<file path="config.mk">
export PLATFORM = sky130hd
export DESIGN_NAME = outbuf_writer
export DESIGN_NICKNAME = d
export VERILOG_FILES = /design/src/common/bubble_pkg.sv /design/src/verilog/outbuf_writer.sv
export SDC_FILE = /design/constraint.sdc
export NUM_CORES = 1
export LEC_CHECK = 0
export ABC_AREA = 1
export BUFFER_PORTS_ARGS = -buffer_cell sky130_fd_sc_hd__buf_2
export CORE_UTILIZATION = 47
export DETAILED_ROUTE_END_ITERATION = 16
export PLACE_DENSITY = 0.82
export SYNTH_ARGS = -nofsm -noshare
export SYNTH_HDL_FRONTEND = slang
export SYNTH_SLANG_ARGS = --single-unit
</file>
<file path="constraint.sdc">
create_clock -name MCLK -period 1.3 [get_ports MCLK]
set_input_delay 0.065 -clock MCLK [delete_from_list [all_inputs] [get_ports MCLK]]
set_output_delay 0.065 -clock MCLK [all_outputs]
set_load 0.03 [all_outputs]
</file>
<file path="src/common/bubble_pkg.sv">
package bubble_pkg;

    // emulator access bits, bit 1 = access, bit 0 = page read
    typedef enum logic [1:0] {
        acc_none = 2'b00,   // bus quiet
        acc_boot = 2'b10,   // bootloader + loop map
        acc_page = 2'b11    // one page through the map
    } acc_kind_e;

    typedef enum logic [2:0] {
        st_idle,            // armed, waiting for an access
        st_wait,            // waiting for acc to drop back to none
        st_cmd,             // read command on the wire
        st_boot,            // bootloader bits
        st_map,             // bad-loop map bits
        st_page,            // mask stage owns the walk
        st_done             // release flash, back to wait
    } seq_state_e;

    typedef enum logic [1:0] {
        bk_boot,            // goes to buffer only
        bk_map,             // buffer and map table
        bk_page             // good loop of a page
    } bit_kind_e;

    typedef struct packed {
        logic      valid;   // one-cycle strobe
        bit_kind_e kind;
    } bit_req_t;

    typedef struct packed {
        logic      valid;   // one-cycle strobe
        logic      data;    // miso sample
        bit_kind_e kind;    // copied from request
    } bit_res_t;

    typedef struct packed {
        logic valid;        // write strobe
        logic data;
        logic start;        // reload address from base
        logic base;         // 0 = boot base, 1 = page base
    } buf_wr_t;

    typedef logic [23:0] flash_addr_t;
    typedef logic [11:0] page_t;
    typedef logic [14:0] buf_addr_t;
    typedef logic [11:0] map_addr_t;

    localparam logic [7:0] OPC_READ  = 8'h03;
    localparam page_t      BOOT_PAGE = 12'h805;
    localparam buf_addr_t  BOOT_BASE = 15'd4106;
    localparam buf_addr_t  PAGE_BASE = 15'd14336;

    // full-size image regions
    localparam int BOOT_BITS_D = 2656;
    localparam int MAP_BITS_D  = 1200;
    localparam int PAGE_GOOD_D = 1030;
    localparam int LEAD_BITS_D = 6;

endpackage
</file>
<file path="src/verilog/outbuf_writer.sv">
`timescale 1ns/1ps

module outbuf_writer
    import bubble_pkg::*;
(
    input  logic      MCLK,
    input  logic      rst_n,
    input  bit_res_t  bit_res,
    input  buf_wr_t   mask_wr,
    output logic      buf_we,
    output buf_addr_t buf_addr,
    output logic      buf_data
);

    buf_addr_t ptr;         // next free address
    buf_addr_t cur;         // address for this cycle's write
    logic      boot_run;    // inside a boot stream
    logic      load_boot;
    logic      wr_any;

    assign load_boot = bit_res.valid && bit_res.kind == bk_boot && !boot_run;
    assign wr_any    = bit_res.valid | mask_wr.valid;
    assign cur = mask_wr.start ? (mask_wr.base ? PAGE_BASE : BOOT_BASE) :
                 load_boot     ? BOOT_BASE : ptr;

    always_ff @(posedge MCLK)
    begin
        if (!rst_n)
        begin
            buf_we   <= 1'b0;
            boot_run <= 1'b0;
            ptr      <= '0;
        end
        else
        begin
            buf_we <= wr_any;           // one cycle after the strobe
            if (bit_res.valid)
                boot_run <= bit_res.kind == bk_boot;
            if (wr_any)
                ptr <= cur + 1'b1;
            else if (mask_wr.start)
                ptr <= cur;             // page opens with a flash bit
        end
    end

    always_ff @(posedge MCLK)
    begin
        if (wr_any)
        begin
            buf_addr <= cur;
            buf_data <= bit_res.valid ? bit_res.data : mask_wr.data;
        end
    end

endmodule

</file>
[After elaboration in Yosys (flattened, before gate mapping)]
Index checks and enable logic that the tools add are counted.
Word-level totals
  memories: 0
  input port bits: 10
  output and inout port bits: 17
  latch bits: 0
  logic and storage cells: 18
  RAM bits: 0
  register bits after elaboration: 33
  bits in read-only memories: 0
Operators by class
  mux-type cells: 6
  reductions and logical operators: 5
  shifts and indexed selects: 0
  multiply operators: 0
  magnitude comparators: 0
  add/subtract/negate cells: 1
  equal/unequal tests: 0
  divide/modulo/power cells: 0
  bitwise logic cells: 1
Operators by type and width (number)
  2-to-1 mux 15 bit: 4
  adder 15 x 1 -> 15 bit (second input constant): 1
  2-to-1 mux 14 bit: 1
  logical AND 1 bit: 2
  zero test 2 bit: 1
  nonzero test 2 bit: 1
  zero test 1 bit: 1
  2-to-1 mux 1 bit: 1
  OR 1 bit: 1

[Depth between registers and ports, before layout]
  word-level depth: 7
  depth in mapped cells: 11
  depth with buffers taken out: 10

[Least setup slack after synthesis]
OpenSTA, ideal clock, no wires.
  kind: reg-to-reg
  from: register boot_run
  to: register ptr[11]
  data required time: 1.179 ns
  cell stages (with the launch flop): 9
  library setup time: 0.121 ns
  buffers on the path: 1
  arrival time: 1.170 ns
  path slack: 0.009 ns
  clock period less this slack: 1.291 ns
  cells stage by stage: dfxtp_1 inv_1 nand3_2 buf_6 nand3_2 nor2_4 nand3_4 nor3_1 nor3_2
Between the ends
  longest elaborated chain between the ends: 6
  elaborated cells between the ends (all ways): 7
  classes of those cells: 1 x add/sub; 4 x mux; 2 x reduce/logical
RTL lines
  start, declared: RTL line outbuf_writer.sv:17  | logic boot_run;
  start signal, assigned: RTL line outbuf_writer.sv:38  | boot_run <= bit_res.kind == bk_boot;
  zero test 1 bit (*): RTL line outbuf_writer.sv:21  | assign load_boot = bit_res.valid && bit_res.kind == bk_boot && !boot_run;
  logical AND 1 bit (*): RTL line outbuf_writer.sv:21
  2-to-1 mux 15 bit (*): RTL line outbuf_writer.sv:24  | load_boot ? BOOT_BASE : ptr;
  2-to-1 mux 15 bit (*): RTL line outbuf_writer.sv:23  | assign cur = mask_wr.start ? (mask_wr.base ? PAGE_BASE : BOOT_BASE) :
  adder 15 x 1 -> 15 bit or 2-to-1 mux 15 bit (tied branches): RTL line outbuf_writer.sv:40, outbuf_writer.sv:41
  2-to-1 mux 15 bit (*): RTL line outbuf_writer.sv:39  | if (wr_any)
  end signal, assigned: RTL line outbuf_writer.sv:40  | ptr <= cur + 1'b1;
  end signal, assigned: RTL line outbuf_writer.sv:42  | ptr <= cur;
  end, declared: RTL line outbuf_writer.sv:15  | buf_addr_t ptr;
Mark *: on every way between the ends. The rest lies on a longest branch, timed or not. The select of a mux whose other input is x is not followed.
A chain may end at the register's enable or synchronous reset.

[Final worst setup path]
  from: register boot_run
  to: register ptr[7]
The elaborated chain is that of the path after synthesis.

==> flow_metrics.env <==
export IMPL_powerDensity_mw_per_mm2=933
export IMPL_clk_latency_ns=0.34
export IMPL_initialDrtViolationCount=54
export IMPL_tritoncts="done"
export IMPL_synth_seq_cells=33
export IMPL_ys_seq_area_frac=0.481
export IMPL_fin_worst_skew_ns=0.00627
export IMPL_critical_path_endpoint_type="flop"
export IMPL_die_w_um=62.3
export IMPL_dp_hpwl_um=2450
export IMPL_synth_top_area_frac=0.281
export IMPL_route_detailed_drc=0
export IMPL_p_leak_nw=1.03
export IMPL_syn_to_final_growth_pct=29.4
export IMPL_r2r_slack_ns=-0.17
export IMPL_ioPinCount=27
export IMPL_whs_ns=-0.00934
export IMPL_cts_buffers=5
export IMPL_firstDrtPassIters=4
export IMPL_power_total_w=0.00206
export IMPL_numPortBuffers=26
export IMPL_finalSetupTns_ns=-1.55
export IMPL_multi_input_area_um2=792
export IMPL_synth_cells=195
export IMPL_ff_latch_area_um2=822
export IMPL_via_per_inst=5.08
export IMPL_floorplan_initialDensity=0.500
export IMPL_clockBufferDepth=2
export IMPL_rsz0062_at_grt="yes"
export IMPL_worst_setup_hold_path_clk_slew_ns=0.09
export IMPL_placed_cell_area_mm2=0.00198
export IMPL_grt_total_usage=0.201
export IMPL_diodes=0
export IMPL_fp_row_count=21
export IMPL_period_minus_slack_ns=1.47
export IMPL_fin_nets=259
export IMPL_violations="hold timing, setup timing"
export IMPL_worstSetupPathType="reg2reg"
export IMPL_yosys_area_top_type="edfxtp_1"
export IMPL_critPathRequiredTime_ns=1.57
export IMPL_vdd_ir_drop_max_mv=0.728
export IMPL_antenna_found_initial=0
export IMPL_cts_sinks=33
export IMPL_fin_area_mm2=0.00221
export IMPL_grt_pass1_wl_um=5970
export IMPL_worstMarginPinSlew_ns=0.498
export IMPL_hold_violations=1
export IMPL_cp_max_fo=5
export IMPL_syn_avg_cell_area_um2=8.76
export IMPL_gr_total_overflow=0
export IMPL_postRouteAntennaNets=0
export IMPL_layout_drive_gt1_share=0.380
export IMPL_maxCapViolCount=0
export IMPL_cts_htree_levels=2
export IMPL_setup_slack_ns=-0.166
export IMPL_gp_congestion=0.938
export IMPL_fin_crit_sh=1.13
export IMPL_ys_types=30
export IMPL_fillerInstances=283
export IMPL_maxSlewViolCount=0
export IMPL_die_height_um=62.3
export IMPL_min_path_type="in2reg"
export IMPL_cp_start_kind="flop"
export IMPL_wl_per_cell_um=12.8
export IMPL_ys_top_cells_by_area="edfxtp_1, dfxtp_1, nand2_1"
export IMPL_syn_num_nets=205
export IMPL_core_mm2=0.00342
export IMPL_totalWireLength_um=3790
export IMPL_arrival_ns=1.74
export IMPL_clockRootBuffer="clkbuf_4"
export IMPL_final_util=0.647
export IMPL_outcome="finished with violations"
export IMPL_grt_pass1_vias=1363
export IMPL_ys_warnings_count=0
export IMPL_max_freq_ghz=0.682
export IMPL_grt_max_degree=14
export IMPL_netlist_area_mm2=0.00171
export IMPL_fp_dieArea_mm2=0.00388
export IMPL_slew_headroom=0.667
export IMPL_setup_viol=14
export IMPL_num_vias=1505
[Yosys cell counts]
| cell type | n |
|---|---|
| a21oi_1 | 11 |
| a31oi_2 | 1 |
| buf_12 | 1 |
| buf_2 | 1 |
| buf_6 | 2 |
| clkbuf_1 | 1 |
| clkinv_2 | 1 |
| clkinv_4 | 1 |
| dfxtp_1 | 17 |
| edfxtp_1 | 16 |
| inv_1 | 33 |
| nand2_1 | 36 |
| nand2_2 | 2 |
| nand2_4 | 3 |
| nand3_1 | 15 |
| nand3_2 | 4 |
| nand3_4 | 2 |
| nand4_1 | 4 |
| nand4_2 | 2 |
| nor2_1 | 23 |
| nor2_2 | 2 |
| nor2_4 | 4 |
| nor2_8 | 1 |
| nor3_1 | 3 |
| nor3_2 | 1 |
| o211ai_1 | 2 |
| o211ai_2 | 1 |
| o21ai_0 | 1 |
| o21ai_1 | 2 |
| xor2_1 | 2 |
[metal layers]
| layer | up-vias | GRT usage | part of all wire |
|---|---|---|---|
| met4 | 0 | 0.122 | 0.029 |
| li1 | 736 | - | - |
| met1 | 693 | 0.244 | 0.45 |
| met2 | 66 | 0.316 | 0.46 |
| met5 | - | 0 | 0 |
| met3 | 10 | 0.0570 | 0.065 |
[layout by cell type, fill, tap and decap left out, types with 4 or more instances in the layout]
| cell type | count |
|---|---|
| nand3_1 | 10 |
| edfxtp_1 | 16 |
| nor2_1 | 20 |
| nand2_1 | 35 |
| nor2_4 | 4 |
| nand3_4 | 4 |
| nor2_2 | 5 |
| buf_4 | 20 |
| dfxtp_1 | 16 |
| clkbuf_4 | 5 |
| nand3_2 | 7 |
| nand4_1 | 4 |
| a21oi_1 | 10 |
| buf_2 | 26 |
| inv_1 | 31 |
[what timing repair did]
item | CTS | global route
pin swaps | 5 | 6
buffers inserted | 2 | 4
setup endpoints to repair | 12 | 17
hold endpoints to repair | 2 | 0
hold buffers | 3 | 0
gates resized for setup | 14 | 13
[state kept, by name, indices dropped and copies added (netlist names)]
signal	count
buf_we	1
buf_addr	15
boot_run	1
buf_data	1
ptr	15
[critical path, stage by stage, from the launching register on]
cell	delay, ns
dfxtp_2	0.35
inv_2	0.04
nand3_4	0.11
buf_6	0.15
nand3_4	0.09
nor2_8	0.20
nand3_4	0.13
nand2_1	0.10
nand3_1	0.09
a21oi_1	0.13
[final timing paths]
check | start | endpoint | cells past startpoint
max | boot_run | ptr[7] | 9
min | bit_res[2] | buf_data | 3
max reg2reg | boot_run | ptr[7] | 9
min reg2reg | ptr[8] | ptr[8] | 2
[metrics by stage]
step,worst slack [ns],instances
2_1_floorplan,0.00925,195
3_3_place_gp,-0.0487,280
3_5_place_dp,-0.100,280
4_1_cts,-0.0580,293
5_1_grt,-0.231,296
6_report,-0.166,296
[final cells by class]
type	instances	share of cell area
Sequential cell	33	0.372
Tap cell	46	0.0260
Inverter	35	0.0634
Multi-Input combinational cell	122	0.358
Clock buffer	8	0.0221
Timing Repair Buffer	52	0.158
[report_power, final]
part | switching, W | total, W | internal [W]
Combinational | 0.000235 | 0.000362 | 0.000127
Sequential | 0.0000157 | 0.00116 | 0.00114
Clock | 0.000325 | 0.000540 | 0.000215
[logic make-up after synthesis]
family,Yosys count,synth area share
buf+inv,40,0.111
flops,33,0.481
compound gates,18,0.0645
simple gates,102,0.334
xor+xnor,2,0.0103
No activity file was read; power rests on OpenSTA's default activity.
