File: config.mk
export PLATFORM = sky130hd
export DESIGN_NAME = spi_bit_engine
export DESIGN_NICKNAME = d
export VERILOG_FILES = /design/src/common/bubble_pkg.sv /design/src/spi/spi_bit_engine.sv
export SDC_FILE = /design/constraint.sdc
export NUM_CORES = 1
export LEC_CHECK = 0
export BUFFER_PORTS_ARGS = -buffer_cell sky130_fd_sc_hd__buf_2
export CAP_MARGIN = 15
export CELL_PAD_IN_SITES_DETAIL_PLACEMENT = 1
export CELL_PAD_IN_SITES_GLOBAL_PLACEMENT = 1
export CORE_ASPECT_RATIO = 1.1
export CORE_MARGIN = 10
export CORE_UTILIZATION = 45
export CTS_CLUSTER_SIZE = 30
export DETAILED_ROUTE_END_ITERATION = 7
export PLACE_DENSITY_LB_ADDON = 0.1
export SYNTH_ARGS = -nofsm -noshare
export SYNTH_HDL_FRONTEND = slang
export SYNTH_SLANG_ARGS = --single-unit
export TNS_END_PERCENT = 50
File: constraint.sdc
create_clock -name MCLK -period 2.26 [get_ports MCLK]
set_input_delay 0.565 -clock MCLK [delete_from_list [all_inputs] [get_ports MCLK]]
set_output_delay 0.565 -clock MCLK [all_outputs]
set_load 0.05 [all_outputs]
File: src/common/bubble_pkg.sv
package bubble_pkg;

    // emulator access bits, bit 1 = access, bit 0 = page read
    typedef enum logic [1:0] {
        acc_none = 2'b00,   // bus quiet
        acc_boot = 2'b10,   // bootloader + loop map
        acc_page = 2'b11    // one page through the map
    } acc_kind_e;

    typedef enum logic [2:0] {
        st_idle,            // armed, waiting for an access
        st_wait,            // waiting for acc to drop back to none
        st_cmd,             // read command on the wire
        st_boot,            // bootloader bits
        st_map,             // bad-loop map bits
        st_page,            // mask stage owns the walk
        st_done             // release flash, back to wait
    } seq_state_e;

    typedef enum logic [1:0] {
        bk_boot,            // goes to buffer only
        bk_map,             // buffer and map table
        bk_page             // good loop of a page
    } bit_kind_e;

    typedef struct packed {
        logic      valid;   // one-cycle strobe
        bit_kind_e kind;
    } bit_req_t;

    typedef struct packed {
        logic      valid;   // one-cycle strobe
        logic      data;    // miso sample
        bit_kind_e kind;    // copied from request
    } bit_res_t;

    typedef struct packed {
        logic valid;        // write strobe
        logic data;
        logic start;        // reload address from base
        logic base;         // 0 = boot base, 1 = page base
    } buf_wr_t;

    typedef logic [23:0] flash_addr_t;
    typedef logic [11:0] page_t;
    typedef logic [14:0] buf_addr_t;
    typedef logic [11:0] map_addr_t;

    localparam logic [7:0] OPC_READ  = 8'h03;
    localparam page_t      BOOT_PAGE = 12'h805;
    localparam buf_addr_t  BOOT_BASE = 15'd4106;
    localparam buf_addr_t  PAGE_BASE = 15'd14336;

    // full-size image regions
    localparam int BOOT_BITS_D = 2656;
    localparam int MAP_BITS_D  = 1200;
    localparam int PAGE_GOOD_D = 1030;
    localparam int LEAD_BITS_D = 6;

endpackage
File: src/spi/spi_bit_engine.sv
`timescale 1ns/1ps

module spi_bit_engine
    import bubble_pkg::*;
(
    input  logic        MCLK,
    input  logic        rst_n,
    input  logic        cmd_start,
    input  flash_addr_t cmd_addr,
    input  bit_req_t    seq_req,
    input  bit_req_t    page_req,
    output logic        cmd_done,
    output bit_res_t    bit_res,
    output logic        ncs,
    output logic        sclk,
    output logic        mosi,
    input  logic        miso,
    input  logic        busy
);

    logic [31:0] shift;     // opcode + address, msb first
    logic [4:0]  cmd_cnt;
    logic        cmd_act;
    logic        ncs_q;
    logic        bit_low;   // data bit, sclk low phase
    logic        bit_high;  // data bit, sclk high phase
    bit_kind_e   kind_q;
    logic        req_any;
    bit_kind_e   req_kind;

    assign req_any  = seq_req.valid | page_req.valid;    // never both at once
    assign req_kind = seq_req.valid ? seq_req.kind : page_req.kind;
    assign mosi     = shift[31];
    assign ncs      = ncs_q | ~busy;   // release with busy, same cycle

    always_ff @(posedge MCLK)
    begin
        if (!rst_n)
        begin
            ncs_q    <= 1'b1;
            sclk     <= 1'b1;          // idle high
            cmd_act  <= 1'b0;
            cmd_cnt  <= '0;
            cmd_done <= 1'b0;
            bit_low  <= 1'b0;
            bit_high <= 1'b0;
            bit_res.valid <= 1'b0;
        end
        else
        begin
            cmd_done      <= 1'b0;
            bit_res.valid <= 1'b0;
            if (cmd_start)
            begin
                ncs_q   <= 1'b0;
                sclk    <= 1'b0;       // first low phase with bit 31 on mosi
                cmd_act <= 1'b1;
                cmd_cnt <= '0;
            end
            else if (!busy)
                ncs_q <= 1'b1;
            if (cmd_act)
            begin
                if (!sclk)
                    sclk <= 1'b1;      // flash samples here
                else
                begin
                    cmd_cnt <= cmd_cnt + 1'b1;
                    if (cmd_cnt == 5'd31)
                    begin
                        cmd_act  <= 1'b0;
                        cmd_done <= 1'b1;
                    end
                    else
                        sclk <= 1'b0;
                end
            end
            if (req_any)
            begin
                sclk    <= 1'b0;
                bit_low <= 1'b1;
            end
            if (bit_low)
            begin
                sclk     <= 1'b1;
                bit_low  <= 1'b0;
                bit_high <= 1'b1;
            end
            if (bit_high)
            begin
                bit_high      <= 1'b0;
                bit_res.valid <= 1'b1;  // third cycle after request
            end
        end
    end

    // payload side, no reset
    always_ff @(posedge MCLK)
    begin
        if (cmd_start)
            shift <= {OPC_READ, cmd_addr};
        else if (cmd_act && sclk)
            shift <= shift << 1;       // next bit for next low phase
        if (req_any)
            kind_q <= req_kind;
        if (bit_high)
        begin
            bit_res.data <= miso;      // sampled at end of high phase
            bit_res.kind <= kind_q;
        end
    end

endmodule

==> Yosys cells after proc, flatten, opt, wreduce, memory -nomap -nowiden <==
Index checks and enable logic that the tools add are counted.
{ "word_totals": {"mem_count": 0, "inputBits": 35, "output_inout_bits": 8, "mem_bits_ro": 0, "mem_bits_rw": 0, "ff_bits": 49, "latchBits": 0} }
{ "classes": {"shifts": 0, "n_addsub": 1, "order_cmp": 0, "n_mux": 21, "eq_ne": 2, "div_mod_pow": 0, "reduce_logical": 5, "mul": 0, "n_bitwise": 4} }
{ "op_table": {"columns": ["operator", "count"], "rows": [
  ["24-bit two-way mux", 2],
  ["1-bit two-way mux", 15],
  ["5-bit two-way mux", 3],
  ["5-bit by 1-bit adder with 5-bit output (second input constant)", 1],
  ["5-bit == test (second input constant)", 1],
  ["2-bit OR reduction", 2],
  ["3-bit AND reduction", 1],
  ["2-bit two-way mux", 1],
  ["2-bit != test (second input constant)", 1],
  ["1-bit inverter", 2],
  ["1-bit OR", 2],
  ["2-bit nonzero test", 1],
  ["1-bit logical AND", 1]
]} }

==> Longest topological paths before layout <==
{ "depth": {"word_depth": 5, "ltp_mapped": 6} }

==> Least setup slack after synthesis <==
Ideal clock, no wire load.
{ "synth_timing": {"kind": "reg2reg", "from": "register sclk", "to": "register cmd_cnt[2]", "path_stages_with_launch": 5, "n_path_buf": 0, "path_slack_ns": 0.517, "arrival_ns": 1.623, "required_time_ns": 2.139, "cell_sequence": "dfxtp_1 -> a21oi_2 -> inv_1 -> o211a_1 -> nor3_1"} }
{ "synth_between": {"elab_chain_cells": 2} }
{ "synth_rtl": {"columns": ["element", "line_no", "text"], "rows": [
  ["start, declared", "spi_bit_engine.sv:15", "output logic sclk,"],
  ["start signal, assigned", "spi_bit_engine.sv:41", "sclk <= 1'b1;"],
  ["start signal, assigned", "spi_bit_engine.sv:56", "sclk <= 1'b0;"],
  ["start signal, assigned", "spi_bit_engine.sv:65", "sclk <= 1'b1;"],
  ["5-bit two-way mux", "spi_bit_engine.sv:64", "if (!sclk)"],
  ["5-bit two-way mux", "spi_bit_engine.sv:62", "if (cmd_act)"],
  ["end signal, assigned", "spi_bit_engine.sv:68", "cmd_cnt <= cmd_cnt + 1'b1;"],
  ["end, declared", "spi_bit_engine.sv:22", "logic [4:0] cmd_cnt;"]
]} }
No other way between the ends.
A chain may end at the register's enable or synchronous reset.

==> Worst setup path after layout <==
{ "layout_timing": {"from": "register sclk", "to": "output sclk"} }
No word-level cell between the ends.

==> impl_metrics.ini <==
[routing]
drt_iter0_drc = 74
drc = 0
drt-total-wl_um = 3980
drtPass1Iterations = 4
viasPerCell = 5.03
num_vias = 1222
ant_nets = 0
routedWlPerCell_um = 16.4

[power]
seqPwrFrac_pct = 57.3
p_comb_share_pct = 9.4
power.internal_mw = 1.43
p_sw_mw = 0.395
netSwitchingFraction_pct = 21.6
p_per_area_nw_per_um2 = 791
design_power_total_mw = 1.82
p_leak_nw = 0.930
pwr-share-clk_pct = 33.3
vdd_drop_max_mv = 0.577

[yosys]
synth_compound_area_share_pct = 4.84
synth-simple-area-share_pct = 10.1
synthTopCellsByArea = edfxtp_1 (45%), dfxtp_1 (21%), mux2_2 (15%), nand2_1 (4.3%), a21oi_1 (2.6%)
yosysTopAreaCell = edfxtp_1
synthXorXnorAreaFrac_pct = 0
syn_avg_cell_area_sq_um = 13.3
ys_seq_area_share_pct = 65.6
yosysTopAreaCellShare_pct = 45.0
synth_top_family_by_area = multiplexers
ys_warn_count = 0
synth-seq-cells = 49
synth_cell_type_count = 26
muxShareOfSynthArea_pct = 15.1
synth-adder-area-share_pct = 1.29
syn_nets = 183
synth_area_sq_um = 1940
netlist_instances = 146

[timing]
relSlewSlack_pct = 65.6
rsz0062_at_grt = false
finalCriticalPeriod_ps = 1610
setup_viol = 0
worstMarginPinSlew_ps = 515
min_period_over_period_pct = 71.1
fin_setup_tns_ps = 0
fmax_mhz = 622
report.final.slew_viol_count = 0
skew_ps = 7.94
hold_viol_final = 0

[clock_network]
clock_path_buffers = 2
hold_buffers = 0
clock_latency_ps = 300
clk_pin_slew_ps = 80
cts_tree = built
cts_buffers = 5
cts_setup_buffers = 0
cts_resized = 0
htreeDepth = 2
cts_root_buffer = clkbuf_8
numClockSinks = 49

[critical_path]
crit-reg2reg-launch = cmd_cnt[0]
crit_required_ps = 1690
cp_max_fo = 6
crit_arrival_ps = 1040
worst-setup-path-type = reg2out
cp_cell_sequence = buf_2
critPathMaxStageDelay_ps = 440
cp-start-kind = register
crit_buf_inv = 1
setup.worst_path.start = sclk
slowest_stage = dfxtp_1
end_kind = output pin
cp_top_family = flip-flops

[hold_path]
hp-start = miso
hold_class = in2reg

[floorplan]
io_pins = 43
fp.dieArea_sq_um = 7330
die_w_um = 82.6
start_util_pct = 47.8
fp.dieH_um = 88.8
rows = 24
core_area_sq_um = 4050

[global_routing]
grt_pass1_vias = 1364
grt_start_max_net_pins = 25
antenna_found_initial = 0
grt_usage_pct = 11.7
grt_pass1_wl_um = 6430
grt_remaining_overflow = 0

[layout]
fin_nets = 227
area.growth.synth_to_final_pct = 19.1
drive_gt1_share_pct = 40.8
fill_cells = 436
n_antenna_cell = 0

[run]
cap_violations = 0

[placed_design]
gp_congestion = 0.728
hpwl_um = 2960
port_buffers = 42

[status]
status = complete, no violations
[state kept, by name, summed over array words and instances (netlist names)]
| register | cells |
|---|---|
| ncs_q | 1 |
| cmd_act | 1 |
| bit_res | 4 |
| bit_high | 1 |
| cmd_done | 1 |
| cmd_cnt | 5 |
| bit_low | 1 |
| sclk | 1 |
| shift | 32 |
| kind_q | 2 |
[final timing paths]
kind	to	slack [ps]	depth (start not counted)
hold reg to reg	bit_res[1]	440	0
setup / recovery	sclk	650	1
setup reg to reg	sclk	700	6
hold / removal	bit_res[2]	440	1
[through the flow]
| stage | std cells | area [sq um] | worst slack [ps] | util [%] | hold WS (ps) |
|---|---|---|---|---|---|
| 2_1_floorplan | 146 | 1940 | 517 | - | 400 |
| 3_3_place_gp | 235 | 2200 | 562 | 54.2 | 404 |
| 3_5_place_dp | 235 | 2200 | 501 | 54.2 | 422 |
| 4_1_cts | 243 | 2310 | 640 | 56.9 | 426 |
| 5_1_grt | 243 | 2310 | 569 | 56.9 | 420 |
| 6_report | 243 | 2310 | 654 | 56.9 | 436 |
[cells in the mapped netlist]
cell      number
a21oi_2        1
o211a_1        1
o211ai_1       1
a21oi_1       10
nor2b_1        1
ha_1           2
or2b_1         1
and3_1         3
and2_1         3
nand2_1       22
dfxtp_1       20
inv_1          4
nand2b_1       1
nand3_1        6
nor3_1         2
nor2_1         1
or2_2          1
or3_1          1
buf_2          5
mux2_2        25
mux2i_1        1
o21ai_0        1
buf_4          1
a31oi_1        2
edfxtp_1      29
buf_6          1
[final cells by class]
| class | count | area (sq um) | area share [%] |
|---|---|---|---|
| flip-flops and latches | 49 | 1270 | 55.1 |
| repair buffers | 44 | 238 | 10.3 |
| multi-input cells | 86 | 607 | 26.3 |
| inverters | 4 | 15.0 | 0.651 |
| well taps | 52 | 65.1 | 2.82 |
| clock inverters | 3 | 41.3 | 1.79 |
| clock buffers | 5 | 68.8 | 2.98 |
[routing by layer]
| layer | up-vias | GRT usage, % | wire length, um |
|---|---|---|---|
| li1 | 606 | - | - |
| met1 | 581 | 12.1 | 1560 |
| met2 | 29 | 20.9 | 2060 |
| met3 | 6 | 4.16 | 285 |
| met4 | 0 | 5.02 | 74 |
| met5 | - | 0 | 0 |
[cells by family after synthesis]
family	after synthesis
DFF	49
and+or+nand+nor	42
muxes	26
AOI/OAI and AO/OA	16
buffers and inverters	11
adders and majority gates	2
[layout by cell type, fill, tap and decap left out, types with 2 or more instances in the layout]
| cell type | Yosys | final |
|---|---|---|
| and2_1 | 3 | 3 |
| a31oi_1 | 2 | 2 |
| mux2_2 | 25 | 25 |
| clkbuf_8 | 0 | 5 |
| nand3_1 | 6 | 6 |
| edfxtp_1 | 29 | 29 |
| dfxtp_1 | 20 | 20 |
| inv_1 | 4 | 4 |
| buf_2 | 5 | 42 |
| nor3_1 | 2 | 2 |
| nand2_1 | 22 | 22 |
| a21oi_1 | 10 | 10 |
| ha_1 | 2 | 2 |
| and3_1 | 3 | 3 |
[power by group through the flow]
stage / Clock (mW) / Sequential [mW] / Combinational [mW]
2_1_floorplan: 0 / 1.07 / 0.104
3_3_place_gp: 0 / 1.06 / 0.165
3_5_place_dp: 0 / 1.07 / 0.174
4_1_cts: 0.624 / 1.05 / 0.176
5_1_grt: 0.660 / 1.05 / 0.192
6_report: 0.606 / 1.05 / 0.171
Power figures use the tool's default switching activity.
