==> src/common/bubble_pkg.sv <==
package bubble_pkg;

    // emulator access bits, bit 1 = access, bit 0 = page read
    typedef enum logic [1:0] {
        acc_none = 2'b00,   // bus quiet
        acc_boot = 2'b10,   // bootloader + loop map
        acc_page = 2'b11    // one page through the map
    } acc_kind_e;

    typedef enum logic [2:0] {
        st_idle,            // armed, waiting for an access
        st_wait,            // waiting for acc to drop back to none
        st_cmd,             // read command on the wire
        st_boot,            // bootloader bits
        st_map,             // bad-loop map bits
        st_page,            // mask stage owns the walk
        st_done             // release flash, back to wait
    } seq_state_e;

    typedef enum logic [1:0] {
        bk_boot,            // goes to buffer only
        bk_map,             // buffer and map table
        bk_page             // good loop of a page
    } bit_kind_e;

    typedef struct packed {
        logic      valid;   // one-cycle strobe
        bit_kind_e kind;
    } bit_req_t;

    typedef struct packed {
        logic      valid;   // one-cycle strobe
        logic      data;    // miso sample
        bit_kind_e kind;    // copied from request
    } bit_res_t;

    typedef struct packed {
        logic valid;        // write strobe
        logic data;
        logic start;        // reload address from base
        logic base;         // 0 = boot base, 1 = page base
    } buf_wr_t;

    typedef logic [23:0] flash_addr_t;
    typedef logic [11:0] page_t;
    typedef logic [14:0] buf_addr_t;
    typedef logic [11:0] map_addr_t;

    localparam logic [7:0] OPC_READ  = 8'h03;
    localparam page_t      BOOT_PAGE = 12'h805;
    localparam buf_addr_t  BOOT_BASE = 15'd4106;
    localparam buf_addr_t  PAGE_BASE = 15'd14336;

    // full-size image regions
    localparam int BOOT_BITS_D = 2656;
    localparam int MAP_BITS_D  = 1200;
    localparam int PAGE_GOOD_D = 1030;
    localparam int LEAD_BITS_D = 6;

endpackage
==> src/verilog/load_sequencer.sv <==
`timescale 1ns/1ps

module load_sequencer
    import bubble_pkg::*;
#(
    parameter int BOOT_BITS = BOOT_BITS_D,
    parameter int MAP_BITS  = MAP_BITS_D
)
(
    input  logic        MCLK,
    input  logic        rst_n,
    input  logic [2:0]  img,
    input  acc_kind_e   acc,
    input  page_t       page,
    output logic        cmd_start,
    output flash_addr_t cmd_addr,
    output bit_req_t    seq_req,
    output logic        page_start,
    output logic        busy,
    input  logic        cmd_done,
    input  bit_res_t    bit_res,
    input  logic        page_done
);

    // wide enough for the longer of the two regions
    localparam int CW = $clog2(BOOT_BITS > MAP_BITS ? BOOT_BITS : MAP_BITS) + 1;

    seq_state_e      state;
    acc_kind_e       kind_q;    // access latched at arm time
    logic [CW-1:0]   cnt;       // results seen in current region

    // busy covers command through last result
    assign busy = (state == st_cmd) || (state == st_boot) ||
                  (state == st_map) || (state == st_page);

    always_ff @(posedge MCLK)
    begin
        if (!rst_n)
        begin
            state      <= st_wait;     // need acc none before first arm
            kind_q     <= acc_none;
            cnt        <= '0;
            cmd_start  <= 1'b0;
            seq_req    <= '0;
            page_start <= 1'b0;
        end
        else
        begin
            cmd_start     <= 1'b0;     // strobes by default
            seq_req.valid <= 1'b0;
            page_start    <= 1'b0;
            case (state)
                st_wait:
                begin
                    if (acc == acc_none)
                        state <= st_idle;
                end
                st_idle:
                begin
                    if (acc != acc_none)
                    begin
                        kind_q    <= acc;
                        cmd_start <= 1'b1;
                        state     <= st_cmd;
                    end
                end
                st_cmd:
                begin
                    cnt <= '0;
                    if (cmd_done)
                    begin
                        if (kind_q == acc_boot)
                        begin
                            seq_req <= '{valid: 1'b1, kind: bk_boot};  // first boot bit
                            state   <= st_boot;
                        end
                        else
                        begin
                            page_start <= 1'b1;    // hand over to mask stage
                            state      <= st_page;
                        end
                    end
                end
                st_boot:
                begin
                    if (bit_res.valid && bit_res.kind == bk_boot)
                    begin
                        if (cnt == CW'(BOOT_BITS - 1))
                        begin
                            cnt     <= '0;
                            seq_req <= '{valid: 1'b1, kind: bk_map};   // map follows directly
                            state   <= st_map;
                        end
                        else
                        begin
                            cnt     <= cnt + 1'b1;
                            seq_req <= '{valid: 1'b1, kind: bk_boot};
                        end
                    end
                end
                st_map:
                begin
                    if (bit_res.valid && bit_res.kind == bk_map)
                    begin
                        if (cnt == CW'(MAP_BITS - 1))
                            state <= st_done;
                        else
                        begin
                            cnt     <= cnt + 1'b1;
                            seq_req <= '{valid: 1'b1, kind: bk_map};
                        end
                    end
                end
                st_page:
                begin
                    if (page_done)
                        state <= st_done;
                end
                default:
                    state <= st_wait;      // st_done, drop busy for one pass
            endcase
        end
    end

    // image, page and zero byte offset within page
    always_ff @(posedge MCLK)
    begin
        if (state == st_idle && acc != acc_none)
            cmd_addr <= {2'b00, img, (acc == acc_boot) ? BOOT_PAGE : page, 7'b000_0000};
    end

endmodule

==> config.mk <==
export PLATFORM = sky130hd
export DESIGN_NAME = load_sequencer
export DESIGN_NICKNAME = d
export VERILOG_FILES = /design/src/common/bubble_pkg.sv /design/src/verilog/load_sequencer.sv
export SDC_FILE = /design/constraint.sdc
export NUM_CORES = 1
export LEC_CHECK = 0
export ABC_AREA = 1
export BUFFER_PORTS_ARGS = -buffer_cell sky130_fd_sc_hd__buf_2
export CAP_MARGIN = 25
export CELL_PAD_IN_SITES_DETAIL_PLACEMENT = 1
export CELL_PAD_IN_SITES_GLOBAL_PLACEMENT = 1
export CORE_UTILIZATION = 27
export DETAILED_ROUTE_END_ITERATION = 8
export PLACE_DENSITY_LB_ADDON = 0.1
export SLEW_MARGIN = 40
export SYNTH_ARGS = -nofsm -noshare
export SYNTH_HDL_FRONTEND = slang
export SYNTH_SLANG_ARGS = --single-unit
==> constraint.sdc <==
create_clock -name MCLK -period 2.2 [get_ports MCLK]
set_input_delay 0.44 -clock MCLK [delete_from_list [all_inputs] [get_ports MCLK]]
set_output_delay 0.44 -clock MCLK [all_outputs]
set_load 0.01 [all_outputs]
# Word-level counts from Yosys, hierarchy flattened
# Cells that the tools add are included.
# W data, S select, Z words.
# word_totals
reg_bits	38
inputBits	25
elab_cells	71
# classes
add_sub_neg	1
eq_ne	20
n_mux	24
reduce_logical	17
# op_table
op	n
$mux W13	4
$mux W3	14
$pmux W13 S3	1
$pmux W3 S6	1
$add A13 B1 Y13 const B	1
$eq A13 B11 Y1 const B	1
$eq A13 B12 Y1 const B	1
$ne A2 B1 Y1 const B	5
$ne A2 B2 Y1 const B	5
$pmux W3 S3	1
$reduce_and A8 Y1	1
$eq A3 B2 Y1 const B	2
$eq A3 B3 Y1 const B	2
$reduce_and A6 Y1	1
$eq A2 B2 Y1 const B	2
$logic_not A2 Y1	2
$reduce_and A2 Y1	2
$reduce_and A4 Y1	1
$eq A3 B1 Y1 const B	1
$logic_and A1 B1 Y1	3
$logic_not A3 Y1	1
$logic_or A1 B1 Y1	3
$mux W1	3
$reduce_and A3 Y1	1
3 further kinds	3

# Logic depth before layout (Yosys ltp)
# logic_depth
ltp_word	4
mapped_depth	10
mapped_depth_nobuf	10

# Worst setup path after synthesis
# OpenSTA, ideal clock, no wires.
# synth_path
path_type	flip-flop to flip-flop
start	reg state[0]
end	reg cmd_addr[10] (enable)
setup_ps	386
arrival_time_ps	1436
t_required_ps	1814
setup_slack_ps	378
path_stages_with_launch	4
synth_period_minus_slack_ps	1822
path_cell_list	dfxtp_1 nor3_1 inv_1 nor2_1
# synth_between
elab_chain_cells	2
# synth_rtl
element	line_no	text
start: declaration	load_sequencer.sv:28	seq_state_e state;
start signal: assignment	load_sequencer.sv:40	state <= st_wait;
start signal: assignment	load_sequencer.sv:56	state <= st_idle;
start signal: assignment	load_sequencer.sv:64	state <= st_cmd;
$logic_not A3 Y1	load_sequencer.sv:128	if (state == st_idle && acc != acc_none)
$logic_and A1 B1 Y1	load_sequencer.sv:128	
end signal: assignment	load_sequencer.sv:129	cmd_addr <= {2'b00, img, (acc == acc_boot) ? BOOT_PAGE : page, 7'b000_0000};
end: declaration	load_sequencer.sv:16	output flash_addr_t cmd_addr,
# No other way between the ends.
# A chain may end at the register's enable or synchronous reset.

# Worst setup path after layout
# layout_path
start	reg state[2]
end	out busy
# layout_between
elab_chain_cells	4
word_cells_on_any_way	7
# layout_rtl
element	line_no	text
$eq A3 B2 Y1	load_sequencer.sv:33	assign busy = (state == st_cmd) || (state == st_boot) ||
$logic_or A1 B1 Y1 (2 in a row)	load_sequencer.sv:33	
$logic_or A1 B1 Y1 (*)	load_sequencer.sv:34	(state == st_map) || (state == st_page);
end: declaration	load_sequencer.sv:19	output logic busy,
# Every way passes the cells marked *; elsewhere a longest branch is shown, timed or not.

==> key figures <==
Outcome
  • Status: completed

Logic synthesis
  • Simple-Gate Fraction of Synth Area: between 30% and 40%
  • Avg Synthesized Cell Area: 7.26 um^2
  • Compound-Gate Fraction of Synth Area: between 6 and 7%
  • Synth Warn #: 0
  • Synth Area in Adders: less than 1%
  • Area share of the largest cell type after synthesis: 21.6%
  • Top cell type by total area after synthesis: edfxtp_1
  • Synth cell types: 28
  • Multiplexer share of the synthesized area: 0%
  • Main combinational cell family by area after synthesis: simple AND/OR/NAND/NOR gates
  • Post-synthesis sequential area ratio: a little over two fifths
  • Synth Register Bits: 37
  • Synth Instances: roughly 290
  • Synth area leaders: edfxtp_1, dfxtp_1, nand2_1
  • Mapped cell area: 2090 um^2
  • Xor/xnor cell area share of the yosys netlist: 0.838%

Die
  • Die ar.: about 8100 um^2
  • Std-Cell Rows: 31
  • Die Ht: between 80 and 90 um
  • # IOs: 55
  • Chip Width: around 90 um
  • Core area: 7370 um^2
  • Initial Util: about 28%

Final layout
  • Area Overhead vs Synth: 20.5%
  • Commonest non-fill, non-tap cell in the layout: nand2_1
  • Layout cells sized above 1: 22.4%
  • Commonest cells after routing, fill and taps aside: nand2_1, buf_2, nor2_1, inv_1, nand3_1
  • Register area: between 800 and 900 um^2
  • Footprint of the multi-input gates: about 1000 um^2
  • Fillers: ~970
  • Antenna cells: 0
  • Nets: ~370
  • Core Util, Final: about a third

Clock network
  • CTS tree: built
  • Clk sink count: 37
  • CTS Buffer Depth: 2
  • Post-CTS Resized: 0
  • Post-CTS Setup Bufs: 0
  • Root Buffer: clkbuf_8
  • Worst-path clk slew: 0.08 ns
  • TritonCTS Buffers: 5
  • Worst-skew pair later-pin latency: ~0.29 ns
  • Hold buffers post-CTS: 0
  • H-tree lvl count: 2

Timing
  • Slew Limit Headroom: around 66%
  • Worst-Margin Slew: 0.509 ns
  • Crit share post-route: a little under nine tenths
  • Final Hold Vio Count: 0
  • Fmax: ~530 MHz
  • Final Setup Violations: 0
  • RSZ-0062 raised after global routing: false
  • Max-slew violations: 0
  • Hold slack: 0.318 ns
  • Setup Skew: 0.00629 ns
  • Fin worst setup slack: approximately 0.30 ns
  • Setup TNS: 0 ns
  • Period minus WS final: around 1.9 ns

Setup path
  • CP bufs+invs: 3
  • Crit path max-delay family: flip-flops
  • Crit path required time: ~1.8 ns
  • Nature of the critical path endpoint: output port
  • Crit-path slowest cell: dfxtp_1
  • WS Path Type: reg -> out
  • Max Fanout on Critical Path: 6
  • Worst path cell trace: inv_2 -> nand3_4 -> inv_4 -> a21oi_1 -> nand2_1 -> buf_2
  • CP Launch Type: register
  • Arrival @ worst endpoint: around 1.5 ns
  • Largest stage delay on the critical path: about 0.47 ns

Power and ir drop
  • Power Density: ~950 nW/um^2
  • Net Sw Frac: 38.4%
  • Sw power: 923 uW
  • Clock power share: between 20% and 30%
  • Logic gate share of total power: a little over a third
  • Seq pwr share: ~40%
  • Internal power: 1.48 mW
  • Pleak: about 1.1 nW
  • IR drop worst, VDD: ~0.00034 V

Drt
  • Vias: 1956
  • Drt first-iter violations: 68
  • TritonRoute pass-1 iters: 4
  • Wirelength per Cell: around 13 um
  • Vias per cell: about 4.5
  • DRC Markers: 0
  • WL final: 5.55 mm
  • DRT antenna net count: 0

Min path
  • Worst Hold Class: in -> reg

Flow run
  • Max-Cap Viols: 0

Placed design
  • Placer Congestion: slightly below 0.8
  • HPWL Detailed: approximately 4.3 mm
  • I/O Buffers: 43
  • Setup slack after placement: ~0.35 ns

Global route
  • Gr usage total: between 15 and 20%
  • Gr ovfl total: 0
  • First-pass GRT wire length: slightly below 10 mm
  • Vias in the first global route: 2000
  • Initial antenna violation count: 0
  • Largest net degree at the start of global routing: 16
[path summary, 6_finish.rpt]
check / end / from / slack (ns) / cells past startpoint
setup / recovery: busy / state[2] / 0.30 / 6
hold / removal: cmd_addr[19] / img[0] / 0.32 / 1
setup reg to reg: cnt[5] / cnt[0] / 0.41 / 8
hold reg to reg: kind_q[1] / kind_q[1] / 0.47 / 2
[power by group through the flow]
stage / registers, mW / logic, mW / clock network, mW
finish: 0.943 / 0.860 / 0.601
global route: 0.962 / 0.968 / 0.662
floorplan: 0.986 / 0.571 / 0
CTS: 0.945 / 0.881 / 0.629
global placement: 0.956 / 0.871 / 0
detailed placement: 0.960 / 0.877 / 0
[registers in the layout, summed over array words and instances (netlist names)]
register and cells:
cmd_addr 15, cmd_start 1, cnt 13, kind_q 2
page_start 1, seq_req 2, state 3
[per-layer routing]
metal,vias up,global-route usage (%),part of all wire [%]
met5,-,0,0
met4,0,4.44,1.0
met3,5,3.13,3.4
met2,29,26.7,51
met1,917,18.5,45
li1,1005,-,-
[layout make-up]
cell class | count | area share [%]
inverter | 36 | 5.57
tap | 99 | 4.92
multi-input combinational | 212 | 40.1
clock buffer | 6 | 2.88
sequential | 37 | 35.4
clock inverter | 2 | 1.39
timing repair buffer | 47 | 9.74
[Yosys cell counts (all sizes together)]
cell	instances
inv	36
nand3	28
conb	1
nor2	43
clkbuf	2
nand2	87
nor3	5
a21oi	19
or2	3
xor2	1
o21ai	5
buf	10
nand4	7
ha	1
o31ai	1
xnor2	1
edfxtp	15
and3b	1
dfxtp	22
[metrics by stage]
step	cell area [um^2]	instances	total power [mW]
2_1_floorplan	2120	297	1.56
3_3_place_gp	2410	431	1.83
3_5_place_dp	2410	431	1.84
4_1_cts	2520	439	2.45
5_1_grt	2520	439	2.59
6_report	2520	439	2.40
[cells by family after synthesis]
group,Yosys count
other cells,1
buf+inv,48
flops,37
simple gates,174
fa+ha+maj,1
compound gates,25
xor+xnor,2
(Power assumes the default switching activity.)
